File: src/common/icache_pkg.sv
/* Instruction cache shared types */

`default_nettype none

package icache_pkg;

    // Address and data geometry
    localparam int ADDR_BITS   = 32;
    localparam int WORD_BITS   = 32;
    localparam int BLOCK_BITS  = 128;
    localparam int OFFSET_BITS = 4;
    localparam int BEATS       = 4;

    // Fixed two-way associativity
    localparam int WAYS = 2;

    typedef logic [BLOCK_BITS-1:0] block_t;

    // Fetch request from the core
    typedef struct packed {
        logic                 valid;
        logic [ADDR_BITS-1:0] addr;
    } fetch_req_t;

    // Instruction word back to the core
    typedef struct packed {
        logic                 valid;
        logic [WORD_BITS-1:0] data;
    } fetch_rsp_t;

    // One word from the memory port
    typedef struct packed {
        logic                 valid;
        logic [WORD_BITS-1:0] data;
    } mem_beat_t;

    typedef enum logic [1:0] {
        ST_IDLE,
        ST_LOOKUP,
        ST_REFILL
    } ctrl_state_e;

endpackage

`default_nettype wire

File: src/icache/icache_refill.sv
/* Block refill collector */

`timescale 1ns/1ps
`default_nettype none

module icache_refill import icache_pkg::*; (
    input  wire logic                              clk,
    input  wire logic                              rst,
    input  wire logic                              start,
    input  wire logic [ADDR_BITS-OFFSET_BITS-1:0]  block_addr,
    output logic                                   mem_req,
    output logic [ADDR_BITS-1:0]                   mem_addr,
    input  wire mem_beat_t                         mem_beat,
    output logic                                   fill,
    output block_t                                 fill_data
);

    localparam int CNT_BITS = $clog2(BEATS);

    logic [ADDR_BITS-OFFSET_BITS-1:0] base_q;
    logic [CNT_BITS-1:0]              beat_cnt;
    logic                             last_beat;

    // Block-aligned byte address
    assign mem_addr  = {base_q, {OFFSET_BITS{1'b0}}};
    assign last_beat = mem_beat.valid && (beat_cnt == CNT_BITS'(BEATS - 1));

    always_ff @(posedge clk or negedge rst) begin
        if (!rst) begin
            mem_req  <= 1'b0;
            fill     <= 1'b0;
            beat_cnt <= '0;
        end else begin
            mem_req <= start;
            fill    <= last_beat;
            if (start) begin
                beat_cnt <= '0;
            end else if (mem_beat.valid) begin
                beat_cnt <= beat_cnt + 1'b1;
            end
        end
    end

    always_ff @(posedge clk) begin
        if (start) begin
            base_q <= block_addr;
        end
        // First beat ends up in the low word after four shifts
        if (mem_beat.valid) begin
            fill_data <= {mem_beat.data, fill_data[BLOCK_BITS-1:WORD_BITS]};
        end
    end

endmodule

`default_nettype wire

File: config.mk
export PLATFORM = sky130hd
export DESIGN_NAME = icache_refill
export DESIGN_NICKNAME = d
export VERILOG_FILES = /design/src/common/icache_pkg.sv /design/src/icache/icache_refill.sv
export SDC_FILE = /design/constraint.sdc
export NUM_CORES = 1
export LEC_CHECK = 0
export ABC_AREA = 1
export BUFFER_PORTS_ARGS = -buffer_cell sky130_fd_sc_hd__buf_4
export CAP_MARGIN = 5
export CORE_MARGIN = 8
export CORE_UTILIZATION = 30
export DETAILED_ROUTE_END_ITERATION = 7
export REMOVE_ABC_BUFFERS = 1
export SLEW_MARGIN = 30
export SYNTH_ARGS = -nofsm -noshare
export SYNTH_HDL_FRONTEND = slang
export SYNTH_SLANG_ARGS = --single-unit
File: constraint.sdc
create_clock -name clk -period 0.84 [get_ports clk]
set_input_delay 0.168 -clock clk [delete_from_list [all_inputs] [get_ports clk]]
set_output_delay 0.168 -clock clk [all_outputs]
set_load 0.02 [all_outputs]
# Word level (Yosys, flattened, before mapping)
# Cells that the tools add are included.
# word_totals
ff_bits	160
latchBits	0
mem_bits_rw	0
rom_bits	0
inputBits	64
out_inout_bits	162
wordCells	11
memories	0
# classes
addsub	1
mul	0
n_div	0
order_cmp	0
n_eq_ne	1
shift	0
n_mux	2
n_bitwise	0
reduce_logical	2
# op_table
op	n
2-bit 2-to-1 mux	2
2-bit by 1-bit adder with 2-bit output (second input constant)	1
2-bit == test (second input constant)	1
2-bit nonzero test	1
1-bit logical AND	1

# Logic depth before layout (Yosys ltp)
# logic_depth
depth_word	3
ltp_mapped	3
mapped_depth_nobuf	3

# Least setup slack after synthesis
# Ideal clock, no wire load.
# synth_timing
path_kind	reg-to-reg
start	reg beat_cnt[0]
end	reg beat_cnt[1]
setup_time_ps	116
arrival_time_ps	769
required_ps	724
setup_slack_ps	-45
stages_incl_launch_ff	4
path_buffers	0
synth_period_minus_slack_ps	885
cell_sequence	dfrtp_1 -> ha_1 -> nand3_1 -> nand2_1
# synth_between
elab_chain_len	3
# synth_rtl
item	line	rtl
from (decl)	icache_refill.sv:21	logic [CNT_BITS-1:0] beat_cnt;
from (signal assigned)	icache_refill.sv:39	beat_cnt <= beat_cnt + 1'b1;
2-bit by 1-bit adder with 2-bit output	icache_refill.sv:39	
2-bit 2-to-1 mux	icache_refill.sv:38	end else if (mem_beat.valid) begin
2-bit 2-to-1 mux	icache_refill.sv:36	if (start) begin
# No other way between the ends. The select of a mux whose other input is x is not followed.
# A chain may end at the register's enable or synchronous reset.

# Final worst setup path
# layout_timing
start	reg fill_data[122]
end	out fill_data[122]
# layout_rtl
item	line	rtl
from (decl)	icache_refill.sv:15	output block_t fill_data
from (signal assigned)	icache_refill.sv:50	fill_data <= {mem_beat.data, fill_data[BLOCK_BITS-1:WORD_BITS]};
# No word-level cell between the ends.

==> run summary <==
The floorplan step set the die height to 143.5 µm. The signal on the critical path passes through buf_6. The minimum clock period after layout came out at 1.169 ns. The source-to-sink clock delay at the later pin of the worst-skew pair came out at 0.41 ns. The leakage power summed over all cells is 3.789 nW.

The final instance area is 0.009185 mm². The highest routing layer actually used is met4. In this design, the stage delay of the slowest critical-path cell is 0.43 ns. The initial antenna violation count is 1. The count of distinct cell types in the synthesized netlist came out at 9. The count of final hold-check violations was 0. For this design the top-level I/O count stands at 226. The portion of the post-synthesis area used by sequential elements is 0.9818.

The startpoint class of the critical path is a register. The core area came out at 0.01589 mm². In this run, CTS created clock tree buffers numbering 17.

Summed over all layers, the routed wires come to 13290 µm. The weighted congestion reported at the end of routability-driven placement is 0.7338. The root buffer cell is sky130_fd_sc_hd__clkbuf_16. Setup repair after global routing could not meet its margin everywhere. Setup violations remaining at the end of the flow were counted as 174. At the worst endpoint, the arrival time is 1.00 ns. In this run the deepest clock path goes through 2 buffers.

After detailed routing, the met3 layer carries 1516 µm of wire. The number of DRC markers in iteration 0 is 104. The overall die area came out at 0.02058 mm². The count of fill cells added during filler insertion is 1185.

The netlist area before placement came out at 0.004873 mm². The first global-routing pass estimated 18930 µm of wire. The sum of overflow across all layers after global routing is 0. The element type at the critical path end is a primary output.

The library cells used most frequently in the layout, excluding fill and tap cells, are sky130_fd_sc_hd__buf_6 (173), sky130_fd_sc_hd__edfxtp_1 (156), sky130_fd_sc_hd__buf_4 (115), sky130_fd_sc_hd__dlygate4sd3_1 (62), sky130_fd_sc_hd__clkbuf_16 (17). The post-route antenna net violation count came out at 0. STA puts the critical path data required time at 0.67 ns. The mean cell area of the mapped netlist came out at 27.53 µm². The run finished, with violations left. The total power per unit cell area is 2130 mW/mm². The end-of-flow core utilization is 0.5782.

In the finished design, the share of the clock period the worst path needs comes to 1.392. By area, the combinational part of the netlist is dominated by buffers and inverters. The routed length on met2 is 6740 µm. The critical path buffer and inverter count is 1. The clock sink total is 160.

Broken down by cell family, the worst path's largest delay share belongs to flip-flops. The peak ir drop on the vdd network is 1.200 mV. The layout cell share with drive strength beyond 1 is 0.5722. The number of storage elements in the synthesis netlist is 160. The final reports fail on negative setup slack. The global-route usage over all layers is 0.1241. The overall die width came out at 143.5 µm. The pre-CTS worst setup slack is -0.1013 ns.

Clock-pin slew was measured on the worst setup and hold paths at 0.06 ns. Measured against the total synthesized area, the mux share comes to 0. Of the total synthesized cell area, the portion taken by XOR and XNOR cells is 0. The maximum fanout along the worst path is 2. Across the run, the number of max-cap violations was 0. The average via count per standard cell came out at 3.945. For this block, wires on met1 add up to 4873 µm. The simple-gate share of the synthesized area came out at 0.007189.

The number of placement rows came out at 46. Between clock sinks in the finished design, the worst skew comes to 0.008090 ns. The detail-routed net length per standard cell came out at 17.08 µm. Leaving out fill and tap cells, the most frequent cell in the layout is sky130_fd_sc_hd__buf_6. The total power of the final layout came out at 0.01956 W. Compared with the post-synthesis result, the final layout area differs by 88.47%. The net count reported at finish is 614.

After legalization and detailed placement, the total HPWL measured 9117 µm. The number of DRC violations after detailed routing came out at 0. Summed over all failing endpoints, the final setup total negative slack is -46.20 ns. The slowest stage of the critical path belongs to the cell sky130_fd_sc_hd__edfxtp_1.

The max-slew violation count came out at 0. By startpoint and endpoint, the worst setup path is classified as reg2out. The tightest min-delay check is of the in2async type.

The number of iterations in the first detailed-routing pass came out at 4. After technology mapping, the gate count stands at 177. For this block, the via count after detailed routing is 3069. The largest net degree at the start of global routing is 27. The synthesized-area fraction occupied by ao, oa, aoi and oai cells came out at 0. The post-place instance area came out at 0.006950 mm². TritonCTS built the clock tree.

The maximum clock frequency came out at 0.8552 GHz. The number of global-route vias before repair is 3383. The CTS H-tree depth is 4. The number of warnings issued by yosys is 0.

Port buffering added 221 buffers. After layout, the worst setup slack is -0.3293 ns. The effective utilization at floorplan came out at 0.3068. The adder-cell area share of the yosys netlist is 0.002567.
## final cells by class
cell class | instances | area [µm²] | area share
clock inverters | 12 | 95.09 | 0.01035
well taps | 216 | 270.3 | 0.02942
clock buffers | 19 | 432.9 | 0.04713
diodes | 1 | 2.502 | 0.0002724
repair buffers | 354 | 3512 | 0.3824
inverters | 2 | 7.507 | 0.0008173
flip-flops and latches | 160 | 4785 | 0.5209
multi-input cells | 14 | 80.08 | 0.008718
## cell usage after synthesis
master	n	area, µm²
sky130_fd_sc_hd__ha_1	1	12.51
sky130_fd_sc_hd__nand2_1	5	18.77
sky130_fd_sc_hd__buf_4	4	30.03
sky130_fd_sc_hd__edfxtp_1	156	4684
sky130_fd_sc_hd__nand3_1	1	5.000
sky130_fd_sc_hd__inv_1	2	7.510
sky130_fd_sc_hd__nor2_1	3	11.26
sky130_fd_sc_hd__dfrtp_1	4	100.1
sky130_fd_sc_hd__conb_1	1	3.750
## state kept, by name, indices dropped and copies added (netlist names)
| name | flops |
|---|---|
| fill | 1 |
| beat_cnt | 2 |
| fill_data | 128 |
| base_q | 28 |
| mem_req | 1 |
## worst paths after layout
check | start | end | slack [ns] | depth (start not counted)
worst min-delay path | rst | mem_req$_DFF_PN0_ | 0.09 | 2
min in group clk | start | mem_req$_DFF_PN0_ | 0.09 | 2
worst max-delay path | fill_data[122]$_DFFE_PP_ | fill_data[122] | -0.33 | 1
worst max register to register | beat_cnt[0]$_DFFE_PN0P_ | beat_cnt[0]$_DFFE_PN0P_ | -0.12 | 5
worst min register to register | fill_data[106]$_DFFE_PP_ | fill_data[74]$_DFFE_PP_ | 0.48 | 0
max in group asynchronous | rst | fill$_DFF_PN0_ | 0.65 | 2
## what timing repair did
action / 4_1_cts / 5_1_grt
resized for setup: 158 / 16
hold buffers: 62 / 0
hold endpoints to repair: 67 / 0
setup buffers: 36 / 21
pin swaps: 3 / 1
setup endpoints to repair: 159 / 161
## layer usage
metal,up-vias,track usage
li1,1442,-
met1,1452,0.1286
met2,159,0.2087
met3,16,0.06470
met4,0,0.04981
met5,-,0
## metrics by stage
| step | hold WS, ns | std cells |
|---|---|---|
| 4_1_cts | 0.05449 | 757 |
| 3_5_place_dp | -0.03050 | 628 |
| 2_1_floorplan | -0.1276 | 176 |
| 6_report | 0.08661 | 778 |
| 5_1_grt | 0.07868 | 778 |
| 3_3_place_gp | -0.03349 | 628 |
## cell families (layout without fill, tap and decap cells)
logic type / count (synthesis) / after routing
buffers and inverters: 6 / 387
AND/OR/NAND/NOR: 9 / 9
flip-flops: 160 / 160
other: 1 / 5
adder cells (fa/ha/maj): 1 / 1
## where the power goes
| group | switching, W | total, W | internal (W) | leakage, nW |
|---|---|---|---|---|
| Combinational | 0.00126 | 0.00286 | 0.00160 | 1.95 |
| Clock | 0.00293 | 0.00694 | 0.00402 | 0.258 |
| Sequential | 0.000339 | 0.00976 | 0.00942 | 1.58 |
| Total | 0.00453 | 0.0196 | 0.0150 | 3.79 |
## worst register-to-register path, delay by kind of cell (launching register included)
family	cells	cell delay, ns
buffers and inverters	2	0.27
DFF	1	0.40
and+or+nand+nor	3	0.21
(Power assumes the default switching activity.)
