$ cat config.mk
export PLATFORM = sky130hd
export DESIGN_NAME = icache_ctrl
export DESIGN_NICKNAME = d
export VERILOG_FILES = /design/src/common/icache_pkg.sv /design/src/icache/icache_ctrl.sv
export SDC_FILE = /design/constraint.sdc
export NUM_CORES = 1
export LEC_CHECK = 0
export BUFFER_PORTS_ARGS = -buffer_cell sky130_fd_sc_hd__buf_2
export CAP_MARGIN = 15
export CELL_PAD_IN_SITES_DETAIL_PLACEMENT = 1
export CELL_PAD_IN_SITES_GLOBAL_PLACEMENT = 1
export CORE_ASPECT_RATIO = 0.5
export CORE_MARGIN = 5
export CORE_UTILIZATION = 25
export CTS_CLUSTER_DIAMETER = 30
export DETAILED_ROUTE_END_ITERATION = 10
export PLACE_DENSITY_LB_ADDON = 0.25
export SYNTH_ARGS = -nofsm -noshare
export SYNTH_HDL_FRONTEND = slang
export SYNTH_SLANG_ARGS = --single-unit
$ cat constraint.sdc
create_clock -name clk -period 3.5 [get_ports clk]
set_clock_uncertainty 0.1 [all_clocks]
set_input_delay 0.35 -clock clk [delete_from_list [all_inputs] [get_ports clk]]
set_output_delay 0.35 -clock clk [all_outputs]
set_load 0.01 [all_outputs]
$ cat src/common/icache_pkg.sv
/* Instruction cache shared types */

`default_nettype none

package icache_pkg;

    // Address and data geometry
    localparam int ADDR_BITS   = 32;
    localparam int WORD_BITS   = 32;
    localparam int BLOCK_BITS  = 128;
    localparam int OFFSET_BITS = 4;
    localparam int BEATS       = 4;

    // Fixed two-way associativity
    localparam int WAYS = 2;

    typedef logic [BLOCK_BITS-1:0] block_t;

    // Fetch request from the core
    typedef struct packed {
        logic                 valid;
        logic [ADDR_BITS-1:0] addr;
    } fetch_req_t;

    // Instruction word back to the core
    typedef struct packed {
        logic                 valid;
        logic [WORD_BITS-1:0] data;
    } fetch_rsp_t;

    // One word from the memory port
    typedef struct packed {
        logic                 valid;
        logic [WORD_BITS-1:0] data;
    } mem_beat_t;

    typedef enum logic [1:0] {
        ST_IDLE,
        ST_LOOKUP,
        ST_REFILL
    } ctrl_state_e;

endpackage

`default_nettype wire

$ cat src/icache/icache_ctrl.sv
/* Instruction fetch controller */

`timescale 1ns/1ps
`default_nettype none

module icache_ctrl import icache_pkg::*; #(
    parameter int NUM_SETS = 32
) (
    input  wire logic        clk,
    input  wire logic        rst,
    input  wire fetch_req_t  req,
    output fetch_rsp_t       rsp,
    output logic             ready,
    output logic             lookup_en,
    output logic [ADDR_BITS-OFFSET_BITS-1:0] lookup_addr,
    input  wire logic        hit,
    input  wire block_t      block,
    output logic             refill_start,
    input  wire logic        refill_done
);

    localparam int IDX_BITS      = $clog2(NUM_SETS);
    localparam int TAG_BITS      = ADDR_BITS - OFFSET_BITS - IDX_BITS;
    localparam int WORD_SEL_BITS = OFFSET_BITS - 2;

    ctrl_state_e              state;
    logic [ADDR_BITS-1:0]     addr_q;
    logic [WORD_SEL_BITS-1:0] word_sel;
    logic                     rsp_valid;
    logic [WORD_BITS-1:0]     rsp_word;

    assign ready    = (state == ST_IDLE);
    assign word_sel = addr_q[OFFSET_BITS-1:2];

    // Tag and index of the latched fetch
    assign lookup_addr = addr_q[TAG_BITS+IDX_BITS+OFFSET_BITS-1:OFFSET_BITS];

    // Array stays enabled on the fill cycle so the victim gets written
    assign lookup_en = (state == ST_LOOKUP) || (state == ST_REFILL && refill_done);

    assign refill_start = (state == ST_LOOKUP) && !hit;

    assign rsp = '{valid: rsp_valid, data: rsp_word};

    always_ff @(posedge clk or negedge rst) begin
        if (!rst) begin
            state     <= ST_IDLE;
            rsp_valid <= 1'b0;
        end else begin
            rsp_valid <= 1'b0;
            case (state)
                ST_IDLE: begin
                    if (req.valid) begin
                        state <= ST_LOOKUP;
                    end
                end
                ST_LOOKUP: begin
                    if (hit) begin
                        rsp_valid <= 1'b1;
                        state     <= ST_IDLE;
                    end else begin
                        state <= ST_REFILL;
                    end
                end
                ST_REFILL: begin
                    if (refill_done) begin
                        state <= ST_LOOKUP;
                    end
                end
                default: state <= ST_IDLE;
            endcase
        end
    end

    // Fetch address and returned word
    always_ff @(posedge clk) begin
        if (state == ST_IDLE && req.valid) begin
            addr_q <= req.addr;
        end
        if (state == ST_LOOKUP && hit) begin
            rsp_word <= block[word_sel*WORD_BITS +: WORD_BITS];
        end
    end

endmodule

`default_nettype wire

=== Word level (Yosys, flattened, before mapping) ===
Index checks and enable logic that the tools add are counted.

* Logic and storage cells: 23
* Output and inout port bits: 64
* Bits in registers: 67
* Input bits: 165
* RAM bits: 0
* Memories kept: 0
* Bits in read-only memories: 0
* Bits in latches: 0

* Order comparisons: 0
* Multiplexer cells: 6
* Divide/modulo/power cells: 0
* Multiply operators: 0
* Bitwise logic cells: 0
* Equal/unequal tests: 4
* Shifts and indexed selects: 1
* Reductions and logical operators: 8
* $add $sub $neg: 0

{| class="wikitable"
|+ Operators with widths
! cell !! count
|-
| $shiftx 128x8->32 || 1
|-
| $mux 2 || 3
|-
| $pmux 2 s3 || 1
|-
| $logic_and 1x1->1 || 4
|-
| $ne 2x2->1 const B || 2
|-
| $eq 2x1->1 const B || 1
|-
| $eq 2x2->1 const B || 1
|-
| $logic_not 2->1 || 1
|-
| $mux 1 || 2
|-
| $reduce_and 2->1 || 1
|-
| $logic_not 1->1 || 1
|-
| $logic_or 1x1->1 || 1
|}

=== Depth between registers and ports, before layout ===
Gate-level depths: netlist (run 1).

* Depth after elaboration: 3
* Gate-level depth with buffers: 3
* Gate-level depth less buffers: 2

=== Least setup slack after synthesis (run 1) ===
Ideal clock, no wire load.

* Kind: reg-to-reg
* From: register state[1]
* To: register rsp_word[0] (enable)
* Period minus slack after synthesis: 2.508 ns
* Stages on the path, launching flop included: 3
* Data required time: 2.978 ns
* Path slack: 0.992 ns
* Path buffers: 0
* Library setup time: 0.422 ns
* Arrival time: 1.986 ns
* Path through: dfrtp_1 -> nand2b_1 -> nor2_1

* Cells in the longest elaborated chain, start to end: 2

{| class="wikitable"
|+ RTL lines
! item !! line !! source
|-
| start: declaration || icache_ctrl.sv:26 || <nowiki>ctrl_state_e state;</nowiki>
|-
| start signal: assignment || icache_ctrl.sv:47 || <nowiki>state <= ST_IDLE;</nowiki>
|-
| start signal: assignment || icache_ctrl.sv:54 || <nowiki>state <= ST_LOOKUP;</nowiki>
|-
| start signal: assignment || icache_ctrl.sv:60 || <nowiki>state <= ST_IDLE;</nowiki>
|-
| $eq 2x1->1 || icache_ctrl.sv:80 || <nowiki>if (state == ST_LOOKUP && hit) begin</nowiki>
|-
| $logic_and 1x1->1 || icache_ctrl.sv:80 ||
|-
| end signal: assignment || icache_ctrl.sv:81 || <nowiki>rsp_word <= block[word_sel*WORD_BITS +: WORD_BITS];</nowiki>
|-
| end: declaration || icache_ctrl.sv:30 || <nowiki>logic [WORD_BITS-1:0] rsp_word;</nowiki>
|}

No other way between the ends.
A chain may end at the register's enable or synchronous reset.

=== Worst setup path in the final report (run 1) ===
* From: register state[1]
* To: register rsp_word[16] (enable)

Same word-level chain as after synthesis.

==> qor.csv, run 1 <==
stage,metric,value,unit
run_status,status,"finished, final reports clean",
clocking,Clock Tree Buf Depth,2,
global_routing,first-pass GRT wire length,13.1,mm
pwr,Leak Pwr,1.92,nW
synthesis,post-synthesis cell area,3030,sq um
layout,fin nets,516,
detailed_routing,drt drc,0,
timing,crit path time final,1.94,ns
synthesis,Synth Instances,145,
synthesis,main combinational cell family by area after synthesis,multiplexers,
clocking,H-tree depth,3,
worst_setup_path,crit end category,flop,
detailed_routing,drt first pass iters,4,
detailed_routing,antenna-violating nets left,0,
worst_setup_path,crit path DAT,1.78,ns
detailed_routing,wl on met1,2.89,mm
timing,final setup vio count,0,
placed_design,I/O Buffers,226,
floorplanning,I/O Pins,229,
placed_design,RePlAce Congestion,0.756,
layout,share of post-route cells with drive strength above 1,77.0,%
global_routing,vias in the first global route,2531,
clocking,CTS-repair resized insts,0,
timing,Tcrit/Tclk final,55.5,%
synthesis,Synth Area in Simple Gates,1.40,%
worst_setup_path,worst r2r path cells,2,
layout,"Area growth, synth to finish",45.9,%
pwr,power consumption,2.31,mW
synthesis,Yosys warnings,0,
synthesis,mean post-synth cell area,20.9,sq um
pwr,clock share of power,40.2,%
worst_setup_path,flop-to-flop setup slack,1.56,ns
pwr,Peak supply drop,0.245,mV
detailed_routing,met2 wire length,5.42,mm
timing,f_max,515,MHz
worst_setup_path,CP startpoint,state[1],
clocking,TritonCTS Buffers,9,
detailed_routing,Starting DRT DRC Count,53,
clocking,setup bufs post-CTS,0,
timing,"Hold Vio Cnt, Final",0,
timing,Final Slew Violations,0,
min_path,class of the worst hold path,primary input to flop,
floorplanning,Die ar.,14600,sq um
clocking,CTS tree,done,
floorplanning,Core Footprint,11800,sq um
synthesis,"Seq/Total Area, Yosys",63.8,%
synthesis,Yosys reg bits,65,
synthesis,post-synthesis mux area share,24.3,%
synthesis,Synth Area in Compound Gates,0.289,%
pwr,power per cell area,523,nW/um^2
worst_setup_path,Setup crit start kind,flop,
floorplanning,Initial Util,25.6,%
worst_setup_path,Setup CP Type,flop to flop,
placed_design,dpl cells,504,
worst_setup_path,critical path required time,3.34,ns
detailed_routing,final wirelength,8.91,mm
run,number of max-cap violations,0,
worst_setup_path,Worst setup endpoint,rsp_word[16],
floorplanning,Rows,28,
timing,Final TNS setup,0,ns
global_routing,initial antenna violation count,0,
placed_design,dpl hpwl,7.47,mm
floorplanning,Die W,166,um
floorplanning,Die Height,87.9,um
pwr,Internal,1.79,mW
layout,number of antenna diodes,0,
synthesis,adder-cell share of the synthesized area,0,%
clocking,clk_lat worst skew,0.32,ns
worst_setup_path,CP max FO,33,
timing,relative slew slack,34.8,%
clocking,clk sinks,65,
worst_setup_path,Reg2Reg Capture Point,rsp_word[16],
detailed_routing,via count,2158,
synthesis,Mapped Nets,310,
pwr,Flop pwr share,42.8,%
clocking,CTS Hold Buffers Added,1,
global_routing,GRT overflow,0,
timing,unrepaired setup endpoints after global routing,false,
synthesis,library cells used by synthesis,16,
global_routing,pin count of the biggest net entering global routing,34,
detailed_routing,vias per cell,4.14,
layout,Finished Layout Cells,521,
detailed_routing,drt wl/cell,17.1,um
pwr,Switching Share,22.8,%
synthesis,Synth Area in XOR/XNOR,0,%
clocking,Root Buffer,clkbuf_16,
pwr,Gate power share,17.0,%
worst_setup_path,FF-to-FF Start,state[1],
pwr,switching power,0.527,mW
detailed_routing,DR top layer,met4,
detailed_routing,Met3 Wirelength,468,um
global_routing,Total GRT Usage,11.6,%
timing,Slew @ Worst Pin,0.976,ns
clocking,clock-pin slew on the worst setup and hold paths,0.06,ns
routing by layer:
metal,vias up,track usage (%)
li1,979,-
met1,1088,10.9
met2,79,24.0
met3,12,4.06
met4,0,3.74
met5,-,0
placed cells by master, fill, tap and decap left out, types with 2 or more instances in the layout:
cell        netlist  layout
edfxtp_1         62      62
clkinv_1          0       2
mux4_2           30      30
clkbuf_16         0       9
clkinvlp_4        0       2
mux4_1            2       2
bufinv_16         0       2
buf_4            29       4
buf_2             3     226
dfrtp_1           3       3
nor2_1            5       4
cells by family (layout without fill, tap and decap cells):
group | Yosys count | after routing
flip-flops | 65 | 65
AND/OR/NAND/NOR | 9 | 9
buffers and inverters | 37 | 248
multiplexers | 33 | 33
AO/OA/AOI/OAI | 1 | 1
critical path, cell delays in order (launching register included):
cell,delay (ns)
dfrtp_1,0.43
nand2b_1,0.25
nor2_4,0.78
power by group through the flow:
stage / Clock (mW) / Sequential [mW] / Combinational (mW)
after floorplan: 0 / 1.02 / 0.244
after global placement: 0 / 1.00 / 0.392
after detailed placement: 0 / 1.01 / 0.404
after CTS: 0.954 / 0.992 / 0.405
after global routing: 0.993 / 0.998 / 0.427
final: 0.930 / 0.990 / 0.394
cell usage after synthesis:
cell type   n  share of area [%]
and2_1      1               0.21
buf_12      3                2.0
buf_2       3               0.49
buf_4      29                7.2
buf_6       1               0.37
dfrtp_1     3                2.5
edfxtp_1   62                 61
inv_1       1               0.12
mux2i_1     1               0.33
mux4_1      2                1.7
mux4_2     30                 22
nand2_1     1               0.12
nand2b_1    1               0.21
nand3b_1    1               0.25
nor2_1      5               0.62
o2bb2ai_1   1               0.29
sequential cells by signal, indices dropped and copies added (netlist names):
name,count
rsp_valid,1
state,2
addr_q,30
rsp_word,32
area by class of cell:
type / count / area (sq um)
fill: 1306 / 7410
sequential: 65 / 1940
timing repair buffer: 231 / 1170
multi-input combinational: 43 / 797
clock buffer: 10 / 229
tap: 165 / 206
clock inverter: 6 / 82.6
inverter: 1 / 3.75
per-stage QoR:
| stage | utilization, % | hold WS, ns | worst slack (ns) | cell area, sq um |
|---|---|---|---|---|
| 5_1_grt | 37.4 | 0.0843 | 1.43 | 4430 |
| 2_1_floorplan | - | -0.0456 | 0.992 | 3030 |
| 3_3_place_gp | 34.7 | 0.0503 | 1.59 | 4110 |
| 4_1_cts | 37.4 | 0.0879 | 1.49 | 4430 |
| 3_5_place_dp | 34.7 | 0.0570 | 1.51 | 4110 |
| 6_report | 37.4 | 0.101 | 1.56 | 4430 |
how the worst min path moves through the flow:
stage                             to     from  cells after the start  slack (ns)
final                     addr_q[26]  req[26]                      1        0.10
after CTS                 addr_q[26]  req[26]                      1        0.09
after global placement     rsp_valid      rst                      1        0.05
after global routing      addr_q[26]  req[26]                      1        0.08
after floorplan            rsp_valid      rst                      0       -0.05
after detailed placement   rsp_valid      rst                      1        0.06
No activity file was read; power rests on OpenSTA's default activity.
==> run 2: changes to the inputs <==
--- a/config.mk
+++ b/config.mk
@@ -5,6 +5,7 @@
 export SDC_FILE = /design/constraint.sdc
 export NUM_CORES = 1
 export LEC_CHECK = 0
+export ABC_AREA = 1
 export BUFFER_PORTS_ARGS = -buffer_cell sky130_fd_sc_hd__buf_2
 export CAP_MARGIN = 15
 export CELL_PAD_IN_SITES_DETAIL_PLACEMENT = 1
==> constraint.sdc (replaced) <==
create_clock -name clk -period 1.8 [get_ports clk]
set_clock_uncertainty 0.1 [all_clocks]
set_input_delay 0.18 -clock clk [delete_from_list [all_inputs] [get_ports clk]]
set_output_delay 0.18 -clock clk [all_outputs]
set_load 0.01 [all_outputs]
==> qor.csv, run 2 <==
stage,metric,value,unit,change
run_status,status,"finished, final reports clean",,
pwr,Leak Pwr,3.15,nW,+64%
synthesis,top_reg_cell synth,edfxtp_1,,
global_routing,first-pass GRT wire length,19.7,mm,+50%
synthesis,Yosys reg bits,65,,unchanged
global_routing,pin count of the biggest net entering global routing,33,,-2.9%
synthesis,Synth Area in XOR/XNOR,0,%,unchanged
floorplanning,Die W,184,um,+11%
layout,largest registers,"rsp_word (32), addr_q (30), state (2)",,
detailed_routing,vias per cell,3.96,,-4.5%
synthesis,main combinational cell family by area after synthesis,simple AND/OR/NAND/NOR gates,,
placed_design,I/O Buffers,226,,unchanged
layout,Largest register FFs,32,,unchanged
pwr,Gate power share,32.5,%,+16 points
layout,final design instance area without fill,5580,sq um,+26%
run,number of max-cap violations,0,,unchanged
timing,Tcrit/Tclk final,81.2,%,+26 points
synthesis,post-synthesis cell area,3780,sq um,+25%
layout,fin nets,878,,+70%
clocking,CTS-repair resized insts,0,,unchanged
detailed_routing,drt first pass iters,4,,unchanged
pwr,switching power,1.95,mW,+270%
global_routing,vias in the first global route,3818,,+51%
synthesis,mean post-synth cell area,7.83,sq um,-63%
global_routing,gr busiest metal,met2,,
layout,"Most flops, register",rsp_word,,
synthesis,number of synthesized flops with an enable pin,62,,unchanged
synthesis,"Seq/Total Area, Yosys",51.2,%,-13 points
floorplanning,Die Height,97.0,um,+10%
synthesis,Yosys warnings,0,,unchanged
worst_setup_path,FF-to-FF Start,state[1],,
timing,f_max,684,MHz,+33%
clocking,CTS Hold Buffers Added,32,,+31
timing,final setup vio count,0,,unchanged
clocking,TritonCTS Buffers,9,,unchanged
placed_design,RePlAce Congestion,0.727,,-3.8%
pwr,clock share of power,30.2,%,-10 points
detailed_routing,drt drc,0,,unchanged
timing,relative slew slack,76.5,%,+42 points
layout,number of antenna diodes,0,,unchanged
clocking,clk_lat worst skew,0.33,ns,about the same
detailed_routing,final wirelength,12.5,mm,+40%
synthesis,"area leader, netlist",edfxtp_1,,
synthesis,Mapped Nets,648,,+110%
synthesis,library cells used by synthesis,12,,-4
min_path,class of the worst hold path,primary input to asynchronous set/reset pin,,
synthesis,Synth top area share,49.2,%,-12 points
floorplanning,Core Footprint,14600,sq um,+23%
pwr,Flop pwr share,37.3,%,-5.5 points
clocking,H-tree depth,3,,unchanged
global_routing,grt met2 use,25.0,%,+1.0 points
floorplanning,I/O Pins,229,,unchanged
clocking,Root Buffer,clkbuf_16,,
synthesis,Async SR Flop Fraction,4.62,%,unchanged
worst_setup_path,crit end category,flop,,
pwr,Peak supply drop,0.557,mV,+130%
floorplanning,Die ar.,17800,sq um,+22%
global_routing,met1 Resource Use GR,16.2,%,+5.3 points
timing,Final Slew Violations,0,,unchanged
pwr,Switching Share,32.9,%,+10 points
layout,"commonest cells after routing, fill and taps aside","buf_2 (226), nand2_1 (163), inv_1 (134)",,
detailed_routing,antenna-violating nets left,0,,unchanged
synthesis,post-synthesis mux area share,0,%,-24 points
floorplanning,Rows,31,,+11%
floorplanning,Initial Util,25.9,%,+0.23 points
worst_setup_path,Setup crit start kind,flop,,
global_routing,initial antenna violation count,0,,unchanged
synthesis,Synth Instances,483,,+230%
clocking,clock-pin slew on the worst setup and hold paths,0.06,ns,about the same
synthesis,Synth Area in Simple Gates,25.3,%,+24 points
placed_design,area post-placement,4950,sq um,+21%
worst_setup_path,crit path DAT,1.39,ns,-0.39 ns
placed_design,dpl hpwl,9.51,mm,+27%
worst_setup_path,CP startpoint,state[1],,
timing,Final TNS setup,0,ns,unchanged
clocking,clk sinks,65,,unchanged
clocking,CTS tree,done,,
detailed_routing,drt wl/cell,13.6,um,-20%
layout,share of post-route cells with drive strength above 1,35.5,%,-41 points
clocking,Clock Tree Buf Depth,2,,unchanged
timing,"Hold Vio Cnt, Final",0,,unchanged
synthesis,"top cells by count, synth","nand2_1 (163), inv_1 (134), nand3_1 (65)",,
worst_setup_path,Setup CP Type,flop to flop,,
global_routing,Total GRT Usage,13.8,%,+2.2 points
detailed_routing,Starting DRT DRC Count,80,,+51%
synthesis,"count leader, synth",nand2_1,,
pwr,power per cell area,1060,nW/um^2,+100%
synthesis,Synth Area in Compound Gates,0.265,%,-0.024 points
pwr,Internal,3.98,mW,+120%
global_routing,GR Util met3,4.35,%,+0.29 points
timing,crit path time final,1.46,ns,-0.482 ns
worst_setup_path,critical path required time,1.73,ns,-1.61 ns
synthesis,"top cells by area, synth","edfxtp_1 (49%), nand2_1 (16%), inv_1 (13%), nand3_1 (8.6%), buf_4 (6.6%)",,
timing,unrepaired setup endpoints after global routing,false,,
global_routing,GRT overflow,0,,unchanged
synthesis,adder-cell share of the synthesized area,0,%,unchanged
detailed_routing,via count,3624,,+68%
worst_setup_path,CP max FO,14,,-58%
layout,"Area growth, synth to finish",47.5,%,
timing,Slew @ Worst Pin,0.352,ns,-0.624 ns
layout,"most common cell after layout, fill and taps aside",buf_2,,
clocking,setup bufs post-CTS,0,,unchanged
[run 2: cell count changes after synthesis, sizes merged, moves of 13 or more]
cell,before,now
buf,36,49
inv,1,135
mux4,32,0
nand2,1,163
nand3,0,65
[run 2: path summary, 6_finish.rpt]
kind                           endpoint  slack, ns  depth (start not counted)
max                        rsp_word[15]       0.34                          4
min                           rsp_valid       0.06                          2
max reg2reg                rsp_word[15]       0.34                          4
min reg2reg                    state[1]       0.47                          2
max in group asynchronous      state[1]       1.43                          2
min in group clk               state[1]       0.08                          3
[run 2: layout make-up]
class	count	area (sq um)
repair buffers	268	1600
multi-input cells	234	981
clock buffers	9	225
well taps	198	248
flip-flops and latches	65	1940
fillers	1842	9040
inverters	135	507
clock inverters	7	78.8
[run 2: logic make-up (layout without fill, tap and decap cells)]
| kind of cell | after synthesis | count (layout) |
|---|---|---|
| AO/OA/AOI/OAI | 2 | 2 |
| AND/OR/NAND/NOR | 232 | 232 |
| flip-flops | 65 | 65 |
| buffers and inverters | 184 | 419 |
[run 2: per-stage QoR]
stage / setup WS [ns] / hold WS (ns) / cells / total power [mW] / util [%]
2_1_floorplan: 0.250 / -0.216 / 483 / 3.49 / -
3_3_place_gp: 0.341 / -0.119 / 868 / 4.13 / 33.9
3_5_place_dp: 0.324 / -0.119 / 868 / 4.16 / 33.9
4_1_cts: 0.310 / 0.0593 / 916 / 6.05 / 38.1
5_1_grt: 0.246 / 0.0478 / 916 / 6.34 / 38.1
6_report: 0.339 / 0.0642 / 916 / 5.93 / 38.1
[run 2: critical path: stages, from the launching register on]
cell,delay [ns]
dfrtp_1,0.39
inv_1,0.08
nand2_1,0.13
nor2_4,0.28
buf_12,0.20
[run 2: routing by layer]
layer	share of wire, %	wire, um
met1	41	5150
met2	51	6400
met3	7.0	876
met4	0.38	48
met5	0	0
[run 2: power groups by stage]
| stage | clock (mW) | combinational [mW] | sequential (mW) |
|---|---|---|---|
| 3_3_place_gp | 0 | 1.89 | 2.24 |
| 3_5_place_dp | 0 | 1.92 | 2.24 |
| 5_1_grt | 1.94 | 2.16 | 2.24 |
| 2_1_floorplan | 0 | 1.18 | 2.31 |
| 6_report | 1.79 | 1.92 | 2.21 |
| 4_1_cts | 1.85 | 1.98 | 2.21 |
==> run 3: changes to the inputs <==
--- a/config.mk
+++ b/config.mk
@@ -5,7 +5,7 @@
 export SDC_FILE = /design/constraint.sdc
 export NUM_CORES = 1
 export LEC_CHECK = 0
-export ABC_AREA = 1
+export ABC_AREA = 0
 export BUFFER_PORTS_ARGS = -buffer_cell sky130_fd_sc_hd__buf_2
 export CAP_MARGIN = 15
 export CELL_PAD_IN_SITES_DETAIL_PLACEMENT = 1
==> constraint.sdc (replaced) <==
create_clock -name clk -period 1.25 [get_ports clk]
set_clock_uncertainty 0.1 [all_clocks]
set_input_delay 0.125 -clock clk [delete_from_list [all_inputs] [get_ports clk]]
set_output_delay 0.125 -clock clk [all_outputs]
set_load 0.01 [all_outputs]
==> qor.csv, run 3 (synthesis gave the netlist of run 1 again) <==
stage,metric,value,unit,change
layout,largest registers,"rsp_word (32), addr_q (30), state (2)",,
timing,relative slew slack,85.2,%,+8.7 points
global_routing,vias in the first global route,2927,,-23%
worst_setup_path,CP max FO,6,,-8
pwr,clock share of power,31.5,%,+1.3 points
clocking,Root Buffer,clkbuf_16,,
placed_design,pre-CTS WS,-0.304,ns,-0.628 ns
pwr,Peak supply drop,0.481,mV,-14%
timing,crit path time final,1.64,ns,+0.176 ns
floorplanning,Die ar.,14600,sq um,-18%
timing,f_max,611,MHz,-11%
layout,FF/Latch Area,1940,sq um,about the same
detailed_routing,drt first pass iters,4,,unchanged
placed_design,I/O Buffers,226,,unchanged
placed_design,dpl cells,512,,-41%
floorplanning,Initial Util,25.6,%,-0.23 points
global_routing,pin count of the biggest net entering global routing,18,,-45%
timing,worst hold slack,0.0525,ns,-0.0117 ns
pwr,Flop pwr share,40.8,%,+3.5 points
floorplanning,Core Footprint,11800,sq um,-19%
clocking,clk sinks,65,,unchanged
pwr,switching power,1.66,mW,-15%
run_status,status,"finished, violations left",,
timing,unrepaired setup endpoints after global routing,true,,
placed_design,RePlAce Congestion,0.717,,-1.3%
global_routing,Total GRT Usage,14.6,%,+0.77 points
layout,Finished Core Util,44.6,%,+6.5 points
worst_setup_path,Worst setup endpoint,addr_q[8],,
layout,fill count,1260,,-32%
timing,Tcrit/Tclk final,131,%,+50 points
detailed_routing,vias per cell,4.15,,+4.8%
worst_setup_path,CP startpoint,state[0],,
layout,Largest register FFs,32,,unchanged
detailed_routing,antenna-violating nets left,0,,unchanged
clocking,H-tree depth,3,,unchanged
clocking,clk_lat worst skew,0.32,ns,about the same
worst_setup_path,worst r2r path cells,5,,+1
timing,final setup vio count,99,,+99
detailed_routing,drt wl/cell,19.1,um,+40%
clocking,TritonCTS Buffers,9,,unchanged
pwr,power consumption,6.78,mW,+14%
global_routing,GRT overflow,0,,unchanged
placed_design,area post-placement,4260,sq um,-14%
global_routing,initial antenna violation count,1,,+1
pwr,power per cell area,1280,nW/um^2,+21%
worst_setup_path,Setup CP Type,flop to flop,,
worst_setup_path,flop-to-flop setup slack,-0.39,ns,-0.73 ns
layout,share of post-route cells with drive strength above 1,74.5,%,+39 points
timing,"Hold Vio Cnt, Final",0,,unchanged
detailed_routing,Starting DRT DRC Count,68,,-15%
pwr,Gate power share,27.7,%,-4.8 points
layout,final design instance area without fill,5280,sq um,-5.3%
run,number of max-cap violations,0,,unchanged
timing,post-route worst setup slack,-0.388,ns,-0.726 ns
min_path,class of the worst hold path,primary input to asynchronous set/reset pin,,
layout,area of the multi-input gates,823,sq um,-16%
global_routing,first-pass GRT wire length,16.0,mm,-19%
floorplanning,Die W,166,um,-9.9%
worst_setup_path,Setup crit start kind,flop,,
layout,"Area growth, synth to finish",74.1,%,
detailed_routing,via count,2426,,-33%
pwr,Internal,5.12,mW,+29%
layout,fin nets,580,,-34%
timing,Final Slew Violations,0,,unchanged
worst_setup_path,crit path DAT,1.58,ns,+0.19 ns
layout,"commonest cells after routing, fill and taps aside","buf_2 (224), edfxtp_1 (62), dlygate4sd3_1 (35)",,
clocking,clock-pin slew on the worst setup and hold paths,0.05,ns,about the same
worst_setup_path,FF-to-FF Start,state[0],,
worst_setup_path,Reg2Reg Capture Point,addr_q[8],,
worst_setup_path,crit end category,flop,,
layout,Finished Layout Cells,585,,-36%
timing,Slew @ Worst Pin,0.222,ns,-0.130 ns
detailed_routing,final wirelength,11.2,mm,-10%
timing,Final TNS setup,-27.28,ns,-27.28 ns
pwr,Switching Share,24.5,%,-8.4 points
clocking,CTS tree,done,,
floorplanning,Die Height,87.9,um,-9.3%
detailed_routing,drt drc,0,,unchanged
pwr,Leak Pwr,2.30,nW,-27%
floorplanning,Rows,28,,-9.7%
run_status,failing checks,negative setup slack,,
layout,"Most flops, register",rsp_word,,
floorplanning,I/O Pins,229,,unchanged
layout,"most common cell after layout, fill and taps aside",buf_2,,
worst_setup_path,critical path required time,1.19,ns,-0.54 ns
placed_design,dpl hpwl,7.96,mm,-16%
clocking,Clock Tree Buf Depth,2,,unchanged
-- run 3: cell types whose count changed in the layout (fill, tap and decap cells not counted), moves of 3 or more --
cell	change
clkinv_4	-3
buf_6	+13
nand2_1	-162
nand3_1	-65
dlygate4sd3_1	+3
mux4_2	+32
buf_12	+7
inv_1	-133
buf_16	+3
clkinv_1	+3
-- run 3: what timing repair did --
item / 4_1_cts / 5_1_grt
hold buffers: 35 / 0
cloned: 7 / 2
setup endpoints to repair: 97 / 97
gates resized for setup: 21 / 12
hold endpoints to repair: 35 / 0
buffers inserted: 11 / 6
pin swaps: 5 / 5
-- run 3: routing by layer --
layer / wire length [um] / share of wire (%) / GRT usage [%]
met5: 0 / 0 / 0
met4: 293 / 2.6 / 5.16
met3: 434 / 3.9 / 4.15
met2: 6850 / 61 / 30.7
met1: 3610 / 32 / 13.7
-- run 3: critical path, cell delays in order (launching register included) --
cell and delay (ns):
dfrtp_2 0.46, buf_6 0.14, nor2_4 0.16, and2_4 0.23
buf_12 0.13, clkbuf_16 0.13
-- run 3: cell type report --
type                    instances  area share (%)
clock buffers                   9            4.26
clock inverters                 6           0.498
flip-flops and latches         65            36.7
inverters                       1          0.0711
diodes                          1          0.0474
repair buffers                295            38.9
well taps                     165            3.91
multi-input cells              43            15.6
-- run 3: power by group through the flow --
stage	Clock, mW	Combinational [mW]	Sequential [mW]
after floorplan	0	0.707	2.84
after global placement	0	1.26	2.79
after detailed placement	0	1.31	2.80
after CTS	2.20	1.78	2.76
after global routing	2.32	2.00	2.78
final	2.14	1.87	2.77
-- run 3: how the worst min path moves through the flow --
| stage | cells after the start | endpoint |
|---|---|---|
| 5_1_grt | 2 | state[0] |
| 6_report | 2 | rsp_valid |
| 4_1_cts | 2 | state[0] |
| 2_1_floorplan | 0 | rsp_valid |
| 3_5_place_dp | 1 | rsp_valid |
| 3_3_place_gp | 1 | rsp_valid |
